**config.mk**
```make
export PLATFORM = sky130hd
export DESIGN_NAME = uart_regs_top
export DESIGN_NICKNAME = d
export VERILOG_FILES = /design/src/source/uart_regs_pkg.sv /design/src/source/uart_regs_top.sv /design/src/source/uart_data_path.sv /design/src/source/uart_reg_map.sv /design/src/source/axil_read_channel.sv /design/src/source/axil_write_channel.sv
export SDC_FILE = /design/constraint.sdc
export NUM_CORES = 1
export LEC_CHECK = 0
export BUFFER_PORTS_ARGS = -buffer_cell sky130_fd_sc_hd__buf_2
export CAP_MARGIN = 20
export CORE_ASPECT_RATIO = 1.25
export CORE_MARGIN = 2
export CORE_UTILIZATION = 30
export CTS_CLUSTER_SIZE = 30
export DETAILED_ROUTE_END_ITERATION = 10
export SKIP_CTS_REPAIR_TIMING = 1
export SLEW_MARGIN = 20
export SYNTH_ARGS = -nofsm -noshare
export SYNTH_HDL_FRONTEND = slang
export SYNTH_SLANG_ARGS = --single-unit
```
**constraint.sdc**
```tcl
create_clock -name clk -period 5.1 [get_ports clk]
set_input_delay 0 -clock clk [delete_from_list [all_inputs] [get_ports clk]]
set_output_delay 0 -clock clk [all_outputs]
set_load 0.01 [all_outputs]
```
**src/source/uart_regs_pkg.sv**
```systemverilog
`default_nettype none

package uart_regs_pkg;

    // ====================
    // widths
    // ====================
    localparam int ADDR_W = 8;
    localparam int DATA_W = 32;
    localparam int BYTE_W = 8;

    // ====================
    // register offsets
    // ====================
    localparam logic [ADDR_W-1:0] OFF_CR1 = 8'h00;
    localparam logic [ADDR_W-1:0] OFF_CR2 = 8'h04;
    localparam logic [ADDR_W-1:0] OFF_BRR = 8'h08;
    localparam logic [ADDR_W-1:0] OFF_ISR = 8'h0C;
    // write-one-to-clear and reads as zero
    localparam logic [ADDR_W-1:0] OFF_ICR = 8'h10;
    localparam logic [ADDR_W-1:0] OFF_RDR = 8'h14;
    localparam logic [ADDR_W-1:0] OFF_TDR = 8'h18;

    // ====================
    // isr / icr bit positions
    // ====================
    // sticky event flags
    localparam int ISR_PE   = 0;
    localparam int ISR_FE   = 1;
    localparam int ISR_ORE  = 2;
    localparam int ISR_IDLE = 3;
    // live flags except tc which is sticky
    localparam int ISR_RXNE = 4;
    localparam int ISR_TC   = 5;
    localparam int ISR_TXE  = 6;
    localparam int ISR_BUSY = 7;
    localparam int ISR_TXFE = 8;

    // axi-lite response code
    localparam logic [1:0] RESP_OKAY = 2'b00;

endpackage

`default_nettype wire
```
**src/source/uart_regs_top.sv**
```systemverilog
`timescale 1ns/10ps
`default_nettype none

module uart_regs_top (
    input  wire logic                             clk,
    input  wire logic                             rst,
    // axi-lite slave
    input  wire logic                             i_s_axil_awvalid,
    input  wire logic [uart_regs_pkg::ADDR_W-1:0] i_s_axil_awaddr,
    output logic                                  o_s_axil_awready,
    input  wire logic                             i_s_axil_wvalid,
    input  wire logic [uart_regs_pkg::DATA_W-1:0] i_s_axil_wdata,
    output logic                                  o_s_axil_wready,
    output logic                                  o_s_axil_bvalid,
    output logic      [1:0]                       o_s_axil_bresp,
    input  wire logic                             i_s_axil_bready,
    input  wire logic                             i_s_axil_arvalid,
    input  wire logic [uart_regs_pkg::ADDR_W-1:0] i_s_axil_araddr,
    output logic                                  o_s_axil_arready,
    output logic                                  o_s_axil_rvalid,
    output logic      [uart_regs_pkg::DATA_W-1:0] o_s_axil_rdata,
    output logic      [1:0]                       o_s_axil_rresp,
    input  wire logic                             i_s_axil_rready,
    // uart core side
    output logic      [uart_regs_pkg::DATA_W-1:0] o_cr1,
    output logic      [uart_regs_pkg::DATA_W-1:0] o_cr2,
    output logic      [uart_regs_pkg::DATA_W-1:0] o_brr,
    output logic      [uart_regs_pkg::BYTE_W-1:0] o_tx_data,
    output logic                                  o_tx_valid,
    input  wire logic                             i_tx_ready,
    input  wire logic [uart_regs_pkg::BYTE_W-1:0] i_rx_data,
    input  wire logic                             i_rx_valid,
    output logic                                  o_rx_ready,
    input  wire logic                             i_pe,
    input  wire logic                             i_fe,
    input  wire logic                             i_ore,
    input  wire logic                             i_idle,
    input  wire logic                             i_tc,
    input  wire logic                             i_busy,
    input  wire logic                             i_txfe
);

    wire logic                             wr_en;
    wire logic [uart_regs_pkg::ADDR_W-1:0] wr_addr;
    wire logic [uart_regs_pkg::DATA_W-1:0] wr_data;
    wire logic                             rd_en;
    wire logic [uart_regs_pkg::ADDR_W-1:0] rd_addr;
    wire logic [uart_regs_pkg::DATA_W-1:0] rd_data;
    wire logic [uart_regs_pkg::DATA_W-1:0] tdr;
    wire logic [uart_regs_pkg::DATA_W-1:0] rdr;
    wire logic [uart_regs_pkg::DATA_W-1:0] isr;
    wire logic                             tdr_wr;
    wire logic                             icr_wr;
    wire logic                             rdr_rd;

    axil_write_channel axil_write_channel_i (
        .clk       (clk),
        .rst       (rst),
        .i_awvalid (i_s_axil_awvalid),
        .i_awaddr  (i_s_axil_awaddr),
        .o_awready (o_s_axil_awready),
        .i_wvalid  (i_s_axil_wvalid),
        .i_wdata   (i_s_axil_wdata),
        .o_wready  (o_s_axil_wready),
        .o_bvalid  (o_s_axil_bvalid),
        .o_bresp   (o_s_axil_bresp),
        .i_bready  (i_s_axil_bready),
        .o_wr_en   (wr_en),
        .o_wr_addr (wr_addr),
        .o_wr_data (wr_data)
    );

    axil_read_channel axil_read_channel_i (
        .clk       (clk),
        .rst       (rst),
        .i_arvalid (i_s_axil_arvalid),
        .i_araddr  (i_s_axil_araddr),
        .o_arready (o_s_axil_arready),
        .o_rvalid  (o_s_axil_rvalid),
        .o_rdata   (o_s_axil_rdata),
        .o_rresp   (o_s_axil_rresp),
        .i_rready  (i_s_axil_rready),
        .o_rd_en   (rd_en),
        .o_rd_addr (rd_addr),
        .i_rd_data (rd_data)
    );

    uart_reg_map uart_reg_map_i (
        .clk       (clk),
        .rst       (rst),
        .i_wr_en   (wr_en),
        .i_wr_addr (wr_addr),
        .i_wr_data (wr_data),
        .i_rd_en   (rd_en),
        .i_rd_addr (rd_addr),
        .o_rd_data (rd_data),
        .i_tdr     (tdr),
        .i_rdr     (rdr),
        .i_isr     (isr),
        .o_cr1     (o_cr1),
        .o_cr2     (o_cr2),
        .o_brr     (o_brr),
        .o_tdr_wr  (tdr_wr),
        .o_icr_wr  (icr_wr),
        .o_rdr_rd  (rdr_rd)
    );

    uart_data_path uart_data_path_i (
        .clk        (clk),
        .rst        (rst),
        .i_tdr_wr   (tdr_wr),
        .i_icr_wr   (icr_wr),
        .i_rdr_rd   (rdr_rd),
        .i_wr_data  (wr_data),
        .o_tdr      (tdr),
        .o_rdr      (rdr),
        .o_isr      (isr),
        .o_tx_data  (o_tx_data),
        .o_tx_valid (o_tx_valid),
        .i_tx_ready (i_tx_ready),
        .i_rx_data  (i_rx_data),
        .i_rx_valid (i_rx_valid),
        .o_rx_ready (o_rx_ready),
        .i_pe       (i_pe),
        .i_fe       (i_fe),
        .i_ore      (i_ore),
        .i_idle     (i_idle),
        .i_tc       (i_tc),
        .i_busy     (i_busy),
        .i_txfe     (i_txfe)
    );

endmodule

`default_nettype wire

```
**src/source/uart_data_path.sv**
```systemverilog
`timescale 1ns/10ps
`default_nettype none

module uart_data_path (
    input  wire logic                             clk,
    input  wire logic                             rst,
    input  wire logic                             i_tdr_wr,
    input  wire logic                             i_icr_wr,
    input  wire logic                             i_rdr_rd,
    input  wire logic [uart_regs_pkg::DATA_W-1:0] i_wr_data,
    output logic      [uart_regs_pkg::DATA_W-1:0] o_tdr,
    output logic      [uart_regs_pkg::DATA_W-1:0] o_rdr,
    output logic      [uart_regs_pkg::DATA_W-1:0] o_isr,
    output logic      [uart_regs_pkg::BYTE_W-1:0] o_tx_data,
    output logic                                  o_tx_valid,
    input  wire logic                             i_tx_ready,
    input  wire logic [uart_regs_pkg::BYTE_W-1:0] i_rx_data,
    input  wire logic                             i_rx_valid,
    output logic                                  o_rx_ready,
    input  wire logic                             i_pe,
    input  wire logic                             i_fe,
    input  wire logic                             i_ore,
    input  wire logic                             i_idle,
    input  wire logic                             i_tc,
    input  wire logic                             i_busy,
    input  wire logic                             i_txfe
);

    logic [uart_regs_pkg::DATA_W-1:0]   tdr_q;
    logic [uart_regs_pkg::BYTE_W-1:0]   rdr_q;
    logic                               tx_valid_q;
    logic                               rx_ready_q;
    logic [uart_regs_pkg::ISR_TXFE:0]   isr_q;
    logic [uart_regs_pkg::DATA_W-1:0]   clr_mask;

    // set beats clear
    function automatic logic sticky_next(input logic cur, input logic set, input logic clr);
        sticky_next = set || (cur && !clr);
    endfunction

    // ====================
    // tx side
    // ====================
    always_ff @(posedge clk) begin
        if (rst) begin
            tdr_q      <= '0;
            tx_valid_q <= 1'b0;
        end else if (i_tdr_wr) begin
            tdr_q      <= i_wr_data;
            tx_valid_q <= 1'b1;
        end else if (i_tx_ready) begin
            tx_valid_q <= 1'b0;
        end
    end

    // ====================
    // rx side
    // ====================
    always_ff @(posedge clk) begin
        if (rst) begin
            rdr_q      <= '0;
            rx_ready_q <= 1'b1;
        end else if (i_rx_valid && rx_ready_q) begin
            rdr_q      <= i_rx_data;
            rx_ready_q <= 1'b0;
        end else if (i_rdr_rd) begin
            rx_ready_q <= 1'b1;
        end
    end

    // ====================
    // status flags
    // ====================
    assign clr_mask = i_icr_wr ? i_wr_data : '0;

    always_ff @(posedge clk) begin
        if (rst) begin
            isr_q <= '0;
        end else begin
            isr_q[uart_regs_pkg::ISR_PE] <= sticky_next(isr_q[uart_regs_pkg::ISR_PE], i_pe,
                clr_mask[uart_regs_pkg::ISR_PE]);
            isr_q[uart_regs_pkg::ISR_FE] <= sticky_next(isr_q[uart_regs_pkg::ISR_FE], i_fe,
                clr_mask[uart_regs_pkg::ISR_FE]);
            isr_q[uart_regs_pkg::ISR_ORE] <= sticky_next(isr_q[uart_regs_pkg::ISR_ORE], i_ore,
                clr_mask[uart_regs_pkg::ISR_ORE]);
            isr_q[uart_regs_pkg::ISR_IDLE] <= sticky_next(isr_q[uart_regs_pkg::ISR_IDLE], i_idle,
                clr_mask[uart_regs_pkg::ISR_IDLE]);
            isr_q[uart_regs_pkg::ISR_TC] <= sticky_next(isr_q[uart_regs_pkg::ISR_TC], i_tc,
                clr_mask[uart_regs_pkg::ISR_TC]);
            // rxne and txe mirror the stream registers
            isr_q[uart_regs_pkg::ISR_RXNE] <= !rx_ready_q;
            isr_q[uart_regs_pkg::ISR_TXE]  <= !tx_valid_q;
            isr_q[uart_regs_pkg::ISR_BUSY] <= i_busy;
            isr_q[uart_regs_pkg::ISR_TXFE] <= i_txfe;
        end
    end

    assign o_tdr      = tdr_q;
    // received byte zero-extended
    assign o_rdr      = {{(uart_regs_pkg::DATA_W-uart_regs_pkg::BYTE_W){1'b0}}, rdr_q};
    assign o_isr      = {{(uart_regs_pkg::DATA_W-uart_regs_pkg::ISR_TXFE-1){1'b0}}, isr_q};
    assign o_tx_data  = tdr_q[uart_regs_pkg::BYTE_W-1:0];
    assign o_tx_valid = tx_valid_q;
    assign o_rx_ready = rx_ready_q;

endmodule

`default_nettype wire

```
**src/source/uart_reg_map.sv**
```systemverilog
`timescale 1ns/10ps
`default_nettype none

module uart_reg_map (
    input  wire logic                             clk,
    input  wire logic                             rst,
    input  wire logic                             i_wr_en,
    input  wire logic [uart_regs_pkg::ADDR_W-1:0] i_wr_addr,
    input  wire logic [uart_regs_pkg::DATA_W-1:0] i_wr_data,
    input  wire logic                             i_rd_en,
    input  wire logic [uart_regs_pkg::ADDR_W-1:0] i_rd_addr,
    output logic      [uart_regs_pkg::DATA_W-1:0] o_rd_data,
    input  wire logic [uart_regs_pkg::DATA_W-1:0] i_tdr,
    input  wire logic [uart_regs_pkg::DATA_W-1:0] i_rdr,
    input  wire logic [uart_regs_pkg::DATA_W-1:0] i_isr,
    output logic      [uart_regs_pkg::DATA_W-1:0] o_cr1,
    output logic      [uart_regs_pkg::DATA_W-1:0] o_cr2,
    output logic      [uart_regs_pkg::DATA_W-1:0] o_brr,
    output logic                                  o_tdr_wr,
    output logic                                  o_icr_wr,
    output logic                                  o_rdr_rd
);

    logic [uart_regs_pkg::DATA_W-1:0] cr1_q;
    logic [uart_regs_pkg::DATA_W-1:0] cr2_q;
    logic [uart_regs_pkg::DATA_W-1:0] brr_q;

    // ====================
    // control words
    // ====================
    always_ff @(posedge clk) begin
        if (rst) begin
            cr1_q <= '0;
            cr2_q <= '0;
            brr_q <= '0;
        end else if (i_wr_en) begin
            case (i_wr_addr)
                uart_regs_pkg::OFF_CR1: cr1_q <= i_wr_data;
                uart_regs_pkg::OFF_CR2: cr2_q <= i_wr_data;
                uart_regs_pkg::OFF_BRR: brr_q <= i_wr_data;
                // unmapped offsets are dropped
                default: ;
            endcase
        end
    end

    assign o_cr1 = cr1_q;
    assign o_cr2 = cr2_q;
    assign o_brr = brr_q;

    // ====================
    // data path strobes
    // ====================
    assign o_tdr_wr = i_wr_en && (i_wr_addr == uart_regs_pkg::OFF_TDR);
    assign o_icr_wr = i_wr_en && (i_wr_addr == uart_regs_pkg::OFF_ICR);
    // reading RDR frees the rx slot
    assign o_rdr_rd = i_rd_en && (i_rd_addr == uart_regs_pkg::OFF_RDR);

    // ====================
    // read mux
    // ====================
    always_comb begin
        case (i_rd_addr)
            uart_regs_pkg::OFF_CR1: o_rd_data = cr1_q;
            uart_regs_pkg::OFF_CR2: o_rd_data = cr2_q;
            uart_regs_pkg::OFF_BRR: o_rd_data = brr_q;
            uart_regs_pkg::OFF_ISR: o_rd_data = i_isr;
            uart_regs_pkg::OFF_RDR: o_rd_data = i_rdr;
            uart_regs_pkg::OFF_TDR: o_rd_data = i_tdr;
            // icr and holes
            default:                o_rd_data = '0;
        endcase
    end

endmodule

`default_nettype wire

```
**src/source/axil_read_channel.sv**
```systemverilog
`timescale 1ns/10ps
`default_nettype none

module axil_read_channel (
    input  wire logic                             clk,
    input  wire logic                             rst,
    input  wire logic                             i_arvalid,
    input  wire logic [uart_regs_pkg::ADDR_W-1:0] i_araddr,
    output logic                                  o_arready,
    output logic                                  o_rvalid,
    output logic      [uart_regs_pkg::DATA_W-1:0] o_rdata,
    output logic      [1:0]                       o_rresp,
    input  wire logic                             i_rready,
    output logic                                  o_rd_en,
    output logic      [uart_regs_pkg::ADDR_W-1:0] o_rd_addr,
    input  wire logic [uart_regs_pkg::DATA_W-1:0] i_rd_data
);

    logic                             arready_q;
    logic                             rvalid_q;
    logic [uart_regs_pkg::DATA_W-1:0] rdata_q;

    // one read in flight, a new one only once R drains
    assign o_rd_en   = i_arvalid && !arready_q && (!rvalid_q || i_rready);
    assign o_rd_addr = i_araddr;

    always_ff @(posedge clk) begin
        if (rst) begin
            arready_q <= 1'b0;
            rvalid_q  <= 1'b0;
        end else begin
            arready_q <= o_rd_en;
            rvalid_q  <= o_rd_en || (rvalid_q && !i_rready);
        end
    end

    // sample the map output on the accepting edge
    always_ff @(posedge clk) begin
        if (o_rd_en) begin
            rdata_q <= i_rd_data;
        end
    end

    assign o_arready = arready_q;
    assign o_rvalid  = rvalid_q;
    assign o_rdata   = rdata_q;
    assign o_rresp   = uart_regs_pkg::RESP_OKAY;

endmodule

`default_nettype wire

```
**src/source/axil_write_channel.sv**
```systemverilog
`timescale 1ns/10ps
`default_nettype none

module axil_write_channel (
    input  wire logic                             clk,
    input  wire logic                             rst,
    input  wire logic                             i_awvalid,
    input  wire logic [uart_regs_pkg::ADDR_W-1:0] i_awaddr,
    output logic                                  o_awready,
    input  wire logic                             i_wvalid,
    input  wire logic [uart_regs_pkg::DATA_W-1:0] i_wdata,
    output logic                                  o_wready,
    output logic                                  o_bvalid,
    output logic      [1:0]                       o_bresp,
    input  wire logic                             i_bready,
    output logic                                  o_wr_en,
    output logic      [uart_regs_pkg::ADDR_W-1:0] o_wr_addr,
    output logic      [uart_regs_pkg::DATA_W-1:0] o_wr_data
);

    logic                             awready_q;
    logic                             wready_q;
    logic                             bvalid_q;
    logic                             aw_held_q;
    logic                             w_held_q;
    logic [uart_regs_pkg::ADDR_W-1:0] awaddr_q;
    logic [uart_regs_pkg::DATA_W-1:0] wdata_q;
    logic                             b_free;
    logic                             aw_take;
    logic                             w_take;

    // ====================
    // accept decisions
    // ====================
    // a pending B response blocks both halves until bready
    assign b_free  = !bvalid_q || i_bready;
    assign aw_take = i_awvalid && !aw_held_q && !awready_q && b_free;
    assign w_take  = i_wvalid && !w_held_q && !wready_q && b_free;

    // second half in, or both together
    assign o_wr_en = (aw_take || aw_held_q) && (w_take || w_held_q) && (aw_take || w_take);

    // held half wins over the bus
    assign o_wr_addr = aw_held_q ? awaddr_q : i_awaddr;
    assign o_wr_data = w_held_q ? wdata_q : i_wdata;

    // ====================
    // handshake state
    // ====================
    always_ff @(posedge clk) begin
        if (rst) begin
            awready_q <= 1'b0;
            wready_q  <= 1'b0;
            bvalid_q  <= 1'b0;
            aw_held_q <= 1'b0;
            w_held_q  <= 1'b0;
        end else begin
            awready_q <= aw_take;
            wready_q  <= w_take;
            if (o_wr_en) begin
                bvalid_q  <= 1'b1;
                aw_held_q <= 1'b0;
                w_held_q  <= 1'b0;
            end else begin
                bvalid_q <= bvalid_q && !i_bready;
                if (aw_take) begin
                    aw_held_q <= 1'b1;
                end
                if (w_take) begin
                    w_held_q <= 1'b1;
                end
            end
        end
    end

    // first-arriving half is parked here
    always_ff @(posedge clk) begin
        if (aw_take) begin
            awaddr_q <= i_awaddr;
        end
        if (w_take) begin
            wdata_q <= i_wdata;
        end
    end

    assign o_awready = awready_q;
    assign o_wready  = wready_q;
    assign o_bvalid  = bvalid_q;
    assign o_bresp   = uart_regs_pkg::RESP_OKAY;

endmodule

`default_nettype wire

```
==> impl_results.rst, run 1 <==
.. list-table::
   :header-rows: 1

   * - Metric
     - Value
   * - Final-report setup violation count
     - 0
   * - Gr ovfl total
     - 0
   * - Reported leakage power
     - 5.56 nW
   * - Number of global-route vias before repair
     - 7273
   * - Cell Int Power
     - 3.22 mW
   * - Tightest Pin Transition
     - 1.07 ns
   * - Crit path buf inv count
     - 0
   * - Standard cell core area
     - 32700 sq um
   * - Maximum count of clock buffers along a single path
     - 3
   * - Instance count after placement with tap cells included
     - 1415
   * - Initial Utilization
     - 0.305
   * - Worst-path clk slew
     - 0.06 ns
   * - Warnings from Yosys
     - 0
   * - Sequential area share after synthesis
     - 0.527
   * - Antenna viol nets, final
     - 0
   * - Netlist cell types
     - 49
   * - Share of power burned in the clock network
     - 0.454
   * - Share of total power in combinational logic
     - 0.084
   * - IO Pins
     - 219
   * - # H-tree levels
     - 1
   * - Maximum number of pins on one net before global-route repair
     - 122
   * - Uppermost routed layer
     - met4
   * - First-iteration detailed-routing DRC count
     - 350
   * - Outcome
     - finished clean
   * - Overall Global Routing Usage
     - 0.162
   * - Number of non-filler instances in the completed layout
     - 1531
   * - Final HPWL DP
     - 18.5 mm
   * - Number of enable-type register cells in the synthesized netlist
     - 72
   * - Wire length of the first global-routing pass
     - 43.9 mm
   * - Wirelength per Cell
     - 19.0 um
   * - Insertion delay of the later-clocked pin in the worst-skew pair
     - 0.55 ns
   * - Cell-by-cell listing of the critical path
     - or4b_1, o41ai_2, nand4_4, mux2i_1
   * - Clock tree root buffer cell
     - sky130_fd_sc_hd__clkbuf_16
   * - Reg power frac
     - 0.462
   * - FF+latch count, synth
     - 226
   * - Worst hold path type
     - in2reg
   * - Count of standard-cell rows
     - 74
   * - Total net switching power
     - 990 uW
   * - Worst-path cell with the longest stage delay
     - sky130_fd_sc_hd__nand4_4
   * - Fill cells
     - 3174
   * - CP top delay family
     - simple AND/OR/NAND/NOR gates
   * - Initial antenna violation count
     - 0
   * - Amount of wire on met3 after detailed routing
     - 1.61 mm
   * - Detail-routed via count per cell
     - 4.80
   * - Hold violation count in the final report
     - 0
   * - Worst supply voltage drop on vdd
     - 0.216 mV
   * - Stage delay of the slowest cell on the critical path
     - 0.91 ns
   * - Sum of negative setup slack
     - 0 ns
   * - Share of layout cells above drive strength 1
     - 0.293
   * - Worst reg-to-reg setup slack
     - 2.14 ns
   * - Setup WS pre-CTS
     - 2.09 ns
   * - Achievable frequency
     - 338 MHz
   * - Relative slew slack
     - 0.287
   * - Chip height
     - 208 um
   * - M1 wire length
     - 12.3 mm
   * - Main synth FF type
     - sky130_fd_sc_hd__dfxtp_1
   * - CP arrival
     - 3.40 ns
   * - Total detailed-routing wirelength
     - 29.1 mm
   * - Sink Count
     - 226
   * - Layout overhead on the synthesized area
     - 29.1%
   * - First-pass DRT Iterations
     - 4
   * - Max-slew violation total from the final report
     - 0
   * - Total power divided by cell area
     - 328 nW/um^2
   * - RSZ-0062 raised after global routing
     - false
   * - Overall power consumption
     - 4.21 mW
   * - Netlist Area Pre-Place
     - 9950 sq um
   * - Die Area
     - 34700 sq um
   * - Clock tree from TritonCTS
     - yes
   * - Number of design rule violations left after detail routing
     - 0
   * - CP Data Required Time
     - 5.54 ns
   * - Vias after detailed routing
     - 7343
   * - Async SR Flop Fraction
     - 0
   * - Met2 wire len
     - 14.5 mm
   * - Switching part of the total power
     - 0.235
   * - Num CTS Buffers
     - 26
   * - Die Wd
     - 167 um
   * - Number of buffers added on ports
     - 214
   * - Worst hold-check slack
     - 0.0216 ns
   * - Fin crit period
     - 2.96 ns
   * - Final clock skew
     - 0.0237 ns
   * - Number of nets at the end of the flow
     - 1165
   * - Syn Inst Count
     - 841
   * - Critical path startpoint category
     - register
   * - Type of the setup path with the least slack
     - reg2reg
   * - Mean instance size in the synthesized netlist
     - 11.8 sq um
   * - Number of diodes added for antenna fixing
     - 0
   * - Max cap viols
     - 0
   * - Final worst-path setup slack
     - 2.14 ns
   * - Final weighted congestion in routability-driven placement
     - 0.734
   * - Kind of capture point of the worst setup path
     - register
   * - Crit share post-route
     - 0.581
   * - Peak fanout along the critical path
     - 33
## kinds of logic after synthesis
family,share of synthesized area
other,0.000377
and+or+nand+nor,0.157
AOI/OAI and AO/OA,0.0698
DFF,0.527
muxes,0.204
buffers and inverters,0.0412
## worst register-to-register path, stage by stage, from the launching register on
cell	delay (ns)
sky130_fd_sc_hd__dfxtp_1	0.76
sky130_fd_sc_hd__or4b_1	0.56
sky130_fd_sc_hd__o41ai_2	0.16
sky130_fd_sc_hd__nand4_4	0.91
sky130_fd_sc_hd__mux2i_1	0.49
## cell usage in the layout (no fill, tap or decap), types with 3 or more instances in the layout
cell / netlist / layout
sky130_fd_sc_hd__a22oi_1: 27 / 27
sky130_fd_sc_hd__buf_2: 10 / 213
sky130_fd_sc_hd__or4b_1: 3 / 3
sky130_fd_sc_hd__conb_1: 1 / 4
sky130_fd_sc_hd__mux2i_1: 183 / 183
sky130_fd_sc_hd__o21ai_0: 13 / 13
sky130_fd_sc_hd__nor2_1: 20 / 20
sky130_fd_sc_hd__nor2b_1: 9 / 7
sky130_fd_sc_hd__o32ai_1: 18 / 18
sky130_fd_sc_hd__nor4_1: 3 / 3
sky130_fd_sc_hd__nand2b_1: 134 / 134
sky130_fd_sc_hd__or2_2: 32 / 32
sky130_fd_sc_hd__nand2_1: 18 / 18
sky130_fd_sc_hd__edfxtp_1: 72 / 72
sky130_fd_sc_hd__a21oi_1: 16 / 16
sky130_fd_sc_hd__a211oi_1: 5 / 5
sky130_fd_sc_hd__mux4_2: 9 / 9
sky130_fd_sc_hd__clkbuf_16: 0 / 26
sky130_fd_sc_hd__buf_4: 19 / 12
sky130_fd_sc_hd__clkbuf_8: 0 / 7
sky130_fd_sc_hd__nand3_1: 14 / 14
sky130_fd_sc_hd__dlygate4sd3_1: 0 / 68
sky130_fd_sc_hd__clkbuf_1: 35 / 7
sky130_fd_sc_hd__nand4_4: 1 / 3
sky130_fd_sc_hd__inv_1: 3 / 3
sky130_fd_sc_hd__dfxtp_1: 154 / 153
## sequential cells by signal, indices dropped and copies added, names as in the netlist, 8 cells and up
name	flops
axil_read_channel_i.o_rdata	32
axil_write_channel_i.wdata_q	32
uart_data_path_i.o_tdr	32
uart_reg_map_i.o_brr	32
uart_reg_map_i.o_cr1	32
uart_reg_map_i.o_cr2	32
uart_data_path_i.isr_q	9
axil_write_channel_i.awaddr_q	8
uart_data_path_i.rdr_q	8
## cell type report
cell class / instances / area (sq um) / area share
inverters: 3 / 11.3 / 0.000876
flip-flops and latches: 226 / 5250 / 0.408
repair buffers: 293 / 1840 / 0.143
clock buffers: 40 / 773 / 0.0602
well taps: 418 / 523 / 0.0407
clock inverters: 8 / 110 / 0.00857
multi-input cells: 543 / 4350 / 0.339
## per-stage QoR
step / utilization / cell area, sq um
2_1_floorplan: - / 9960
3_3_place_gp: 0.345 / 11300
6_report: 0.393 / 12900
4_1_cts: 0.372 / 12200
5_1_grt: 0.393 / 12900
3_5_place_dp: 0.345 / 11300
## metal layers
metal	track usage	vias up
met5	0	-
met4	0.0485	0
met3	0.0336	35
met2	0.280	215
met1	0.202	3572
li1	-	3521
## path summary, 6_finish.rpt
check	startpoint	endpoint	cells after the start
min	i_s_axil_awvalid	axil_write_channel_i.aw_held_q	5
min reg2reg	uart_data_path_i.rdr_q[6]	uart_data_path_i.rdr_q[6]	2
max	axil_write_channel_i.aw_held_q	uart_data_path_i.o_tdr[31]	4
max reg2reg	axil_write_channel_i.aw_held_q	uart_data_path_i.o_tdr[31]	4
## Yosys cell counts (2+ instances only)
| cell type | count | area, sq um |
|---|---|---|
| sky130_fd_sc_hd__mux2i_1 | 183 | 1830 |
| sky130_fd_sc_hd__dfxtp_1 | 154 | 3080 |
| sky130_fd_sc_hd__nand2b_1 | 134 | 838 |
| sky130_fd_sc_hd__edfxtp_1 | 72 | 2160 |
| sky130_fd_sc_hd__clkbuf_1 | 35 | 131 |
| sky130_fd_sc_hd__or2_2 | 32 | 200 |
| sky130_fd_sc_hd__a22oi_1 | 27 | 203 |
| sky130_fd_sc_hd__nor2_1 | 20 | 75.1 |
| sky130_fd_sc_hd__buf_4 | 19 | 143 |
| sky130_fd_sc_hd__nand2_1 | 18 | 67.6 |
| sky130_fd_sc_hd__o32ai_1 | 18 | 158 |
| sky130_fd_sc_hd__a21oi_1 | 16 | 80.1 |
| sky130_fd_sc_hd__nand3_1 | 14 | 70.1 |
| sky130_fd_sc_hd__o21ai_0 | 13 | 65.1 |
| sky130_fd_sc_hd__buf_2 | 10 | 50.1 |
| sky130_fd_sc_hd__mux4_2 | 9 | 203 |
| sky130_fd_sc_hd__nor2b_1 | 9 | 56.3 |
| sky130_fd_sc_hd__buf_6 | 6 | 67.6 |
| sky130_fd_sc_hd__a211oi_1 | 5 | 37.5 |
| sky130_fd_sc_hd__inv_1 | 3 | 11.3 |
| sky130_fd_sc_hd__nor4_1 | 3 | 18.8 |
| sky130_fd_sc_hd__or4b_1 | 3 | 30.0 |
| sky130_fd_sc_hd__a22oi_2 | 2 | 25.0 |
| sky130_fd_sc_hd__a31o_2 | 2 | 17.5 |
| sky130_fd_sc_hd__a31oi_1 | 2 | 12.5 |
| sky130_fd_sc_hd__and3b_1 | 2 | 17.5 |
| sky130_fd_sc_hd__buf_1 | 2 | 7.51 |
| sky130_fd_sc_hd__nand4_2 | 2 | 25.0 |
| sky130_fd_sc_hd__nor3_1 | 2 | 10.0 |
| sky130_fd_sc_hd__nor3b_1 | 2 | 15.0 |
| sky130_fd_sc_hd__o22ai_1 | 2 | 12.5 |
| sky130_fd_sc_hd__o41a_1 | 2 | 22.5 |
| sky130_fd_sc_hd__or3_1 | 2 | 12.5 |
## power groups by stage
stage / registers (mW) / clock network (mW) / logic, mW
after global placement: 1.99 / 0 / 0.314
after floorplan: 1.98 / 0 / 0.193
after global routing: 1.95 / 2.03 / 0.386
final: 1.95 / 1.91 / 0.354
after detailed placement: 1.99 / 0 / 0.319
after CTS: 1.95 / 1.97 / 0.320
(Power assumes the default switching activity.)
==> inputs of run 2 (changes only) <==
Settings changed: ABC_AREA from default to 1.
Clock period 5.1 ns to 2.72 ns, I/O delays scaled along.
==> impl_results.rst, run 2 <==
.. list-table::
   :header-rows: 1

   * - Metric
     - Value
   * - Outcome
     - finished clean
   * - Multi-input logic area
     - 3420 sq um (-21%)
   * - Antenna viol nets, final
     - 0 (unchanged)
   * - Number of design rule violations left after detail routing
     - 0 (unchanged)
   * - Vias after detailed routing
     - 8484 (+16%)
   * - Crit path buf inv count
     - 2 (+2)
   * - Tightest Pin Transition
     - 0.827 ns (-0.243 ns)
   * - Count of standard-cell rows
     - 71 (-4.1%)
   * - Share of layout cells above drive strength 1
     - 0.208 (-0.0854)
   * - Kind of capture point of the worst setup path
     - register
   * - Maximum number of pins on one net before global-route repair
     - 58 (-52%)
   * - Hold violation count in the final report
     - 0 (unchanged)
   * - CP arrival
     - 2.49 ns (-0.91 ns)
   * - Crit share post-route
     - 0.775 (+0.195)
   * - Chip height
     - 200 um (-3.7%)
   * - Warnings from Yosys
     - 0 (unchanged)
   * - Number of global-route vias before repair
     - 7801 (+7.3%)
   * - Peak fanout along the critical path
     - 7 (-79%)
   * - Initial Utilization
     - 0.305 (+0.000646)
   * - Final clock skew
     - 0.0113 ns (-0.0124 ns)
   * - Maximum count of clock buffers along a single path
     - 3 (unchanged)
   * - Most frequent cells in the layout
     - sky130_fd_sc_hd__nor2_1, sky130_fd_sc_hd__nand2_1, sky130_fd_sc_hd__buf_2
   * - Worst hold path type
     - in2reg
   * - Cell-by-cell listing of the critical path
     - inv_2, nand2_1, nand2_1, nor2_1, nand2_1, nor2_1, nand3_1, nand2_1, a21oi_1, dlygate4sd3_1
   * - Sum of negative setup slack
     - 0 ns (unchanged)
   * - Number of enable-type register cells in the synthesized netlist
     - 72 (unchanged)
   * - Layout overhead on the synthesized area
     - 30.4%
   * - Max cap viols
     - 0 (unchanged)
   * - Final HPWL DP
     - 19.9 mm (+8.0%)
   * - Share of the synthesized area in the top cell type
     - 0.334 (+0.0247)
   * - Fill cells
     - 3141 (-1.0%)
   * - FF+latch count, synth
     - 226 (unchanged)
   * - Post-layout utilization of the core
     - 0.398 (+0.00466)
   * - # H-tree levels
     - 1 (unchanged)
   * - Worst reg-to-reg setup slack
     - 0.61 ns (-1.53 ns)
   * - Relative slew slack
     - 0.448 (+0.161)
   * - Mean instance size in the synthesized netlist
     - 8.09 sq um (-32%)
   * - Sequential area share after synthesis
     - 0.569 (+0.0421)
   * - Overall power consumption
     - 7.49 mW (+78%)
   * - Wire length of the first global-routing pass
     - 45.2 mm (+2.9%)
   * - Top area cells in the synthesized netlist
     - sky130_fd_sc_hd__dfxtp_1, sky130_fd_sc_hd__edfxtp_1, sky130_fd_sc_hd__nor2_1, sky130_fd_sc_hd__nand2_1, sky130_fd_sc_hd__o21ai_0
   * - Overall Global Routing Usage
     - 0.182 (+0.0203)
   * - Netlist cell types
     - 26 (-47%)
   * - Reported leakage power
     - 5.25 nW (-5.7%)
   * - Wirelength per Cell
     - 16.9 um (-11%)
   * - Netlist Area Pre-Place
     - 9220 sq um (-7.4%)
   * - Top cell by count, worst path
     - sky130_fd_sc_hd__nand2_1
   * - Stage delay of the slowest cell on the critical path
     - 0.57 ns (-0.34 ns)
   * - Sink Count
     - 226 (unchanged)
   * - Worst supply voltage drop on vdd
     - 0.343 mV (+59%)
   * - CP Data Required Time
     - 3.11 ns (-2.43 ns)
   * - Die Area
     - 32200 sq um (-7.2%)
   * - Final-report setup violation count
     - 0 (unchanged)
   * - CP top delay family
     - simple AND/OR/NAND/NOR gates
   * - Num CTS Buffers
     - 24 (-7.7%)
   * - Critical path startpoint category
     - register
   * - First-iteration detailed-routing DRC count
     - 533 (+52%)
   * - Number of buffers added on ports
     - 214 (unchanged)
   * - Most common cell after layout, fill and taps aside
     - sky130_fd_sc_hd__nor2_1
   * - Standard cell core area
     - 30200 sq um (-7.6%)
   * - Worst-path clk slew
     - 0.06 ns (about the same)
   * - First-pass DRT Iterations
     - 5 (+1)
   * - Insertion delay of the later-clocked pin in the worst-skew pair
     - 0.51 ns (-0.04 ns)
   * - Total detailed-routing wirelength
     - 30.6 mm (+5.2%)
   * - Clock tree from TritonCTS
     - yes
   * - Worst-path cell with the longest stage delay
     - sky130_fd_sc_hd__dlygate4sd3_1
   * - Max-slew violation total from the final report
     - 0 (unchanged)
   * - Syn Inst Count
     - 1140 (+36%)
   * - Gr ovfl total
     - 0 (unchanged)
   * - Main synth FF type
     - sky130_fd_sc_hd__dfxtp_1
   * - Cell area after layout
     - 12000 sq um (-6.5%)
   * - Placement Cell Area
     - 10600 sq um (-6.5%)
   * - Most used standard cells in the synthesized netlist
     - sky130_fd_sc_hd__nor2_1, sky130_fd_sc_hd__nand2_1, sky130_fd_sc_hd__dfxtp_1
   * - FF/Latch Area
     - 5250 sq um (unchanged)
   * - Most instantiated library cell after synthesis
     - sky130_fd_sc_hd__nor2_1
   * - IO Pins
     - 219 (unchanged)
   * - Type of the setup path with the least slack
     - reg2reg
   * - Clock tree root buffer cell
     - sky130_fd_sc_hd__clkbuf_16
   * - Number of diodes added for antenna fixing
     - 0 (unchanged)
   * - Area leader, netlist
     - sky130_fd_sc_hd__dfxtp_1
   * - Final weighted congestion in routability-driven placement
     - 0.874 (+19%)
   * - Total power divided by cell area
     - 624 nW/um^2 (+90%)
   * - Detail-routed via count per cell
     - 4.68 (-2.4%)
   * - Number of nets at the end of the flow
     - 1466 (+26%)
   * - Die Wd
     - 161 um (-3.7%)
   * - Achievable frequency
     - 474 MHz (+40%)
   * - RSZ-0062 raised after global routing
     - false
   * - Initial antenna violation count
     - 0 (unchanged)
   * - Async SR Flop Fraction
     - 0 (unchanged)
   * - Fin crit period
     - 2.11 ns (-0.853 ns)
-- run 2: changes by cell type after synthesis, moves of 27 or more --
cell,previous run,this run
sky130_fd_sc_hd__nor2_1,20,301
sky130_fd_sc_hd__nand2_1,18,242
sky130_fd_sc_hd__mux2i_1,183,0
sky130_fd_sc_hd__nand2b_1,134,0
sky130_fd_sc_hd__o21ai_0,13,137
sky130_fd_sc_hd__nand3_1,14,66
sky130_fd_sc_hd__or2_2,32,0
sky130_fd_sc_hd__inv_1,3,31
sky130_fd_sc_hd__a22oi_1,27,0
-- run 2: through the flow --
| step | cells | hold slack, ns | setup slack, ns |
|---|---|---|---|
| finish | 1813 | 0.0432 | 0.611 |
| global route | 1813 | 0.0545 | 0.413 |
| CTS | 1742 | -0.338 | 0.733 |
| detailed placement | 1698 | 0.193 | 0.737 |
| global placement | 1698 | 0.195 | 0.739 |
| floorplan | 1143 | 0.0989 | 0.168 |
-- run 2: kinds of logic after synthesis --
logic type / after synthesis / share of synthesized area
AO/OA/AOI/OAI: 149 / 0.0812
buffers and inverters: 115 / 0.0649
flip-flops: 226 / 0.569
other: 1 / 0.000407
AND/OR/NAND/NOR: 649 / 0.285
-- run 2: layout make-up --
type / instances / share of cell area
Clock buffer: 37 / 0.0601
Sequential cell: 226 / 0.436
Inverter: 39 / 0.0126
Multi-Input combinational cell: 802 / 0.285
Tap cell: 401 / 0.0417
Timing Repair Buffer: 301 / 0.161
Clock inverter: 7 / 0.00302
-- run 2: final timing paths --
check | from | endpoint | depth (start not counted)
setup / recovery | axil_write_channel_i.aw_held_q | uart_data_path_i.isr_q[5] | 10
hold / removal | i_s_axil_arvalid | axil_read_channel_i.o_arready | 5
setup reg to reg | axil_write_channel_i.aw_held_q | uart_data_path_i.isr_q[5] | 10
hold reg to reg | uart_data_path_i.o_tx_valid | uart_data_path_i.isr_q[6] | 1
-- run 2: metal layers --
layer,track usage,wire (um),vias to the layer above
met2,0.327,15000,287
met1,0.222,12700,3937
met4,0.0529,864,0
li1,-,-,4204
met5,0,0,-
met3,0.0353,2060,56
-- run 2: tightest hold or removal path: stages --
cell	delay (ns)
sky130_fd_sc_hd__buf_2	0.10
sky130_fd_sc_hd__nand2_1	0.11
sky130_fd_sc_hd__a21oi_4	0.14
sky130_fd_sc_hd__inv_1	0.11
sky130_fd_sc_hd__nor2_1	0.04
-- run 2: power by group --
part | internal, mW | leakage [nW] | switching (mW)
Clock | 1.83 | 0.379 | 1.33
Combinational | 0.242 | 2.92 | 0.443
Sequential | 3.61 | 1.95 | 0.0452
Total | 5.68 | 5.25 | 1.81
==> inputs of run 3 (changes only) <==
Clock period 2.72 ns to 1.9 ns, I/O delays scaled along.
==> impl_results.rst, run 3 (synthesized netlist as in run 2, its figures left out) <==
.. list-table::
   :header-rows: 1

   * - Metric
     - Value
   * - Maximum count of clock buffers along a single path
     - 3 (unchanged)
   * - Die Area
     - 32200 sq um (unchanged)
   * - IO Pins
     - 219 (unchanged)
   * - Tightest Pin Transition
     - 0.978 ns (+0.151 ns)
   * - Startpoint of the worst hold path
     - i_s_axil_arvalid
   * - Layout overhead on the synthesized area
     - 33.0%
   * - Maximum number of pins on one net before global-route repair
     - 78 (+34%)
   * - Relative slew slack
     - 0.343 (-0.105)
   * - Worst-path cell with the longest stage delay
     - sky130_fd_sc_hd__dfxtp_1
   * - Final-report setup violation count
     - 0 (unchanged)
   * - Wirelength per Cell
     - 16.4 um (-2.7%)
   * - Clock tree from TritonCTS
     - yes
   * - CP top delay family
     - simple AND/OR/NAND/NOR gates
   * - Final weighted congestion in routability-driven placement
     - 0.883 (+1.0%)
   * - Number of buffers added on ports
     - 214 (unchanged)
   * - Number of design rule violations left after detail routing
     - 0 (unchanged)
   * - First-pass DRT Iterations
     - 5 (unchanged)
   * - Max cap viols
     - 0 (unchanged)
   * - Achievable frequency
     - 579 MHz (+22%)
   * - Total power divided by cell area
     - 923 nW/um^2 (+48%)
   * - Worst-path clk slew
     - 0.06 ns (about the same)
   * - Critical path startpoint category
     - register
   * - Fin crit period
     - 1.73 ns (-0.381 ns)
   * - Overall Global Routing Usage
     - 0.180 (-0.00201)
   * - Hold violation count in the final report
     - 0 (unchanged)
   * - Hold Path Sink
     - axil_read_channel_i.o_arready
   * - Met1 Resource Use GR
     - 0.216 (-0.00609)
   * - Die Wd
     - 161 um (unchanged)
   * - Vias after detailed routing
     - 8335 (-1.8%)
   * - Reported leakage power
     - 5.39 nW (+2.7%)
   * - Initial antenna violation count
     - 0 (unchanged)
   * - Share of layout cells above drive strength 1
     - 0.221 (+0.0130)
   * - Most used routing layer in global routing
     - met2
   * - Crit share post-route
     - 0.910 (+0.134)
   * - Outcome
     - finished clean
   * - Met3 global-route usage
     - 0.0419 (+0.00661)
   * - Insertion delay of the later-clocked pin in the worst-skew pair
     - 0.51 ns (about the same)
   * - RSZ-0062 raised after global routing
     - false
   * - Total detailed-routing wirelength
     - 30.0 mm (-2.0%)
   * - Initial Utilization
     - 0.305 (unchanged)
   * - Sink Count
     - 226 (unchanged)
   * - Worst reg2reg path depth
     - 9 (-1)
   * - FF-to-FF Start
     - axil_write_channel_i.o_bvalid
   * - Stage delay of the slowest cell on the critical path
     - 0.31 ns (-0.26 ns)
   * - Antenna viol nets, final
     - 0 (unchanged)
   * - Number of global-route vias before repair
     - 7864 (+0.81%)
   * - Crit path buf inv count
     - 2 (unchanged)
   * - Cell area after layout
     - 12300 sq um (+2.0%)
   * - Cell-by-cell listing of the critical path
     - nand2_1, nand3_1, nand2_1, nand2_2, inv_2, nand2_2, buf_4, o21ai_0, nor2_1
   * - Peak fanout along the critical path
     - 17 (+10)
   * - Num CTS Buffers
     - 25 (+4.2%)
   * - Number of nets at the end of the flow
     - 1478 (+0.82%)
   * - Most frequent cells in the layout
     - sky130_fd_sc_hd__nor2_1, sky130_fd_sc_hd__nand2_1, sky130_fd_sc_hd__buf_2
   * - Type of the setup path with the least slack
     - reg2reg
   * - Number of diodes added for antenna fixing
     - 0 (unchanged)
   * - Clock tree root buffer cell
     - sky130_fd_sc_hd__clkbuf_16
   * - Final clock skew
     - 0.0103 ns (-0.00103 ns)
   * - Chip height
     - 200 um (unchanged)
   * - Count of standard-cell rows
     - 71 (unchanged)
   * - Worst supply voltage drop on vdd
     - 0.581 mV (+69%)
   * - First-iteration detailed-routing DRC count
     - 641 (+20%)
   * - Placement Cell Area
     - 10700 sq um (+1.3%)
   * - Most common cell after layout, fill and taps aside
     - sky130_fd_sc_hd__nor2_1
   * - CP arrival
     - 2.13 ns (-0.36 ns)
   * - CP Data Required Time
     - 2.30 ns (-0.81 ns)
   * - Kind of capture point of the worst setup path
     - register
   * - Depth of the worst hold-timing path
     - 6 (+1)
   * - Max-slew violation total from the final report
     - 0 (unchanged)
   * - Wire length of the first global-routing pass
     - 44.7 mm (-1.1%)
   * - # H-tree levels
     - 1 (unchanged)
   * - Worst reg-to-reg setup slack
     - 0.17 ns (-0.44 ns)
   * - Gr ovfl total
     - 0 (unchanged)
   * - Sum of negative setup slack
     - 0 ns (unchanged)
   * - Final HPWL DP
     - 20.1 mm (+0.59%)
   * - Worst hold path type
     - in2reg
   * - Endpoint of the most critical register-to-register path
     - uart_reg_map_i.o_cr2[16]
   * - Standard cell core area
     - 30200 sq um (unchanged)
   * - Detail-routed via count per cell
     - 4.57 (-2.4%)
   * - Global Route met2 Usage
     - 0.320 (-0.00686)
   * - Overall power consumption
     - 11.3 mW (+51%)
run 3: where the power goes:
part / internal, mW / switching, mW
logic: 0.346 / 0.629
registers: 5.17 / 0.0651
clock network: 3.10 / 2.00
total: 8.62 / 2.69
run 3: how the worst max path moves through the flow:
stage	from	end	slack, ns	depth (start not counted)
global route	axil_write_channel_i.o_bvalid	uart_reg_map_i.o_cr2[25]	0.006	9
finish	axil_write_channel_i.o_bvalid	uart_reg_map_i.o_cr2[16]	0.17	9
detailed placement	axil_write_channel_i.aw_held_q	uart_data_path_i.o_tdr[16]	0.09	10
floorplan	axil_read_channel_i.o_arready	uart_data_path_i.o_rx_ready	0.1	7
CTS	axil_write_channel_i.aw_held_q	uart_data_path_i.o_tdr[13]	0.05	10
global placement	axil_write_channel_i.aw_held_q	uart_data_path_i.o_tdr[30]	0.13	8
run 3: metal layers:
metal	part of all wire	vias up
met5	0	-
met1	0.41	3816
met4	0.023	0
met2	0.50	248
li1	-	4225
met3	0.064	46
run 3: layout make-up:
cell class                      instances  area (sq um)
Inverter                               39           151
Clock buffer                           34           763
Tap cell                              401           502
Multi-Input combinational cell        802          3420
Clock inverter                         11           121
Timing Repair Buffer                  312          2060
Sequential cell                       226          5250
Fill cell                            3126         17900
run 3: stage by stage:
step                      setup slack, ns  utilization  cells  hold slack, ns
after detailed placement           0.0923        0.354   1712           0.193
final                               0.172        0.406   1825           0.144
after global placement              0.126        0.354   1712           0.192
after CTS                          0.0493        0.383   1757          -0.346
after floorplan                    0.0959            -   1143          0.0989
after global routing              0.00585        0.406   1825           0.168
run 3: worst min-delay path: stages:
cell and delay [ns]:
sky130_fd_sc_hd__buf_2 0.10, sky130_fd_sc_hd__nand2_1 0.12, sky130_fd_sc_hd__a21oi_4 0.05, sky130_fd_sc_hd__buf_12 0.19
sky130_fd_sc_hd__inv_1 0.10, sky130_fd_sc_hd__nor2_1 0.04
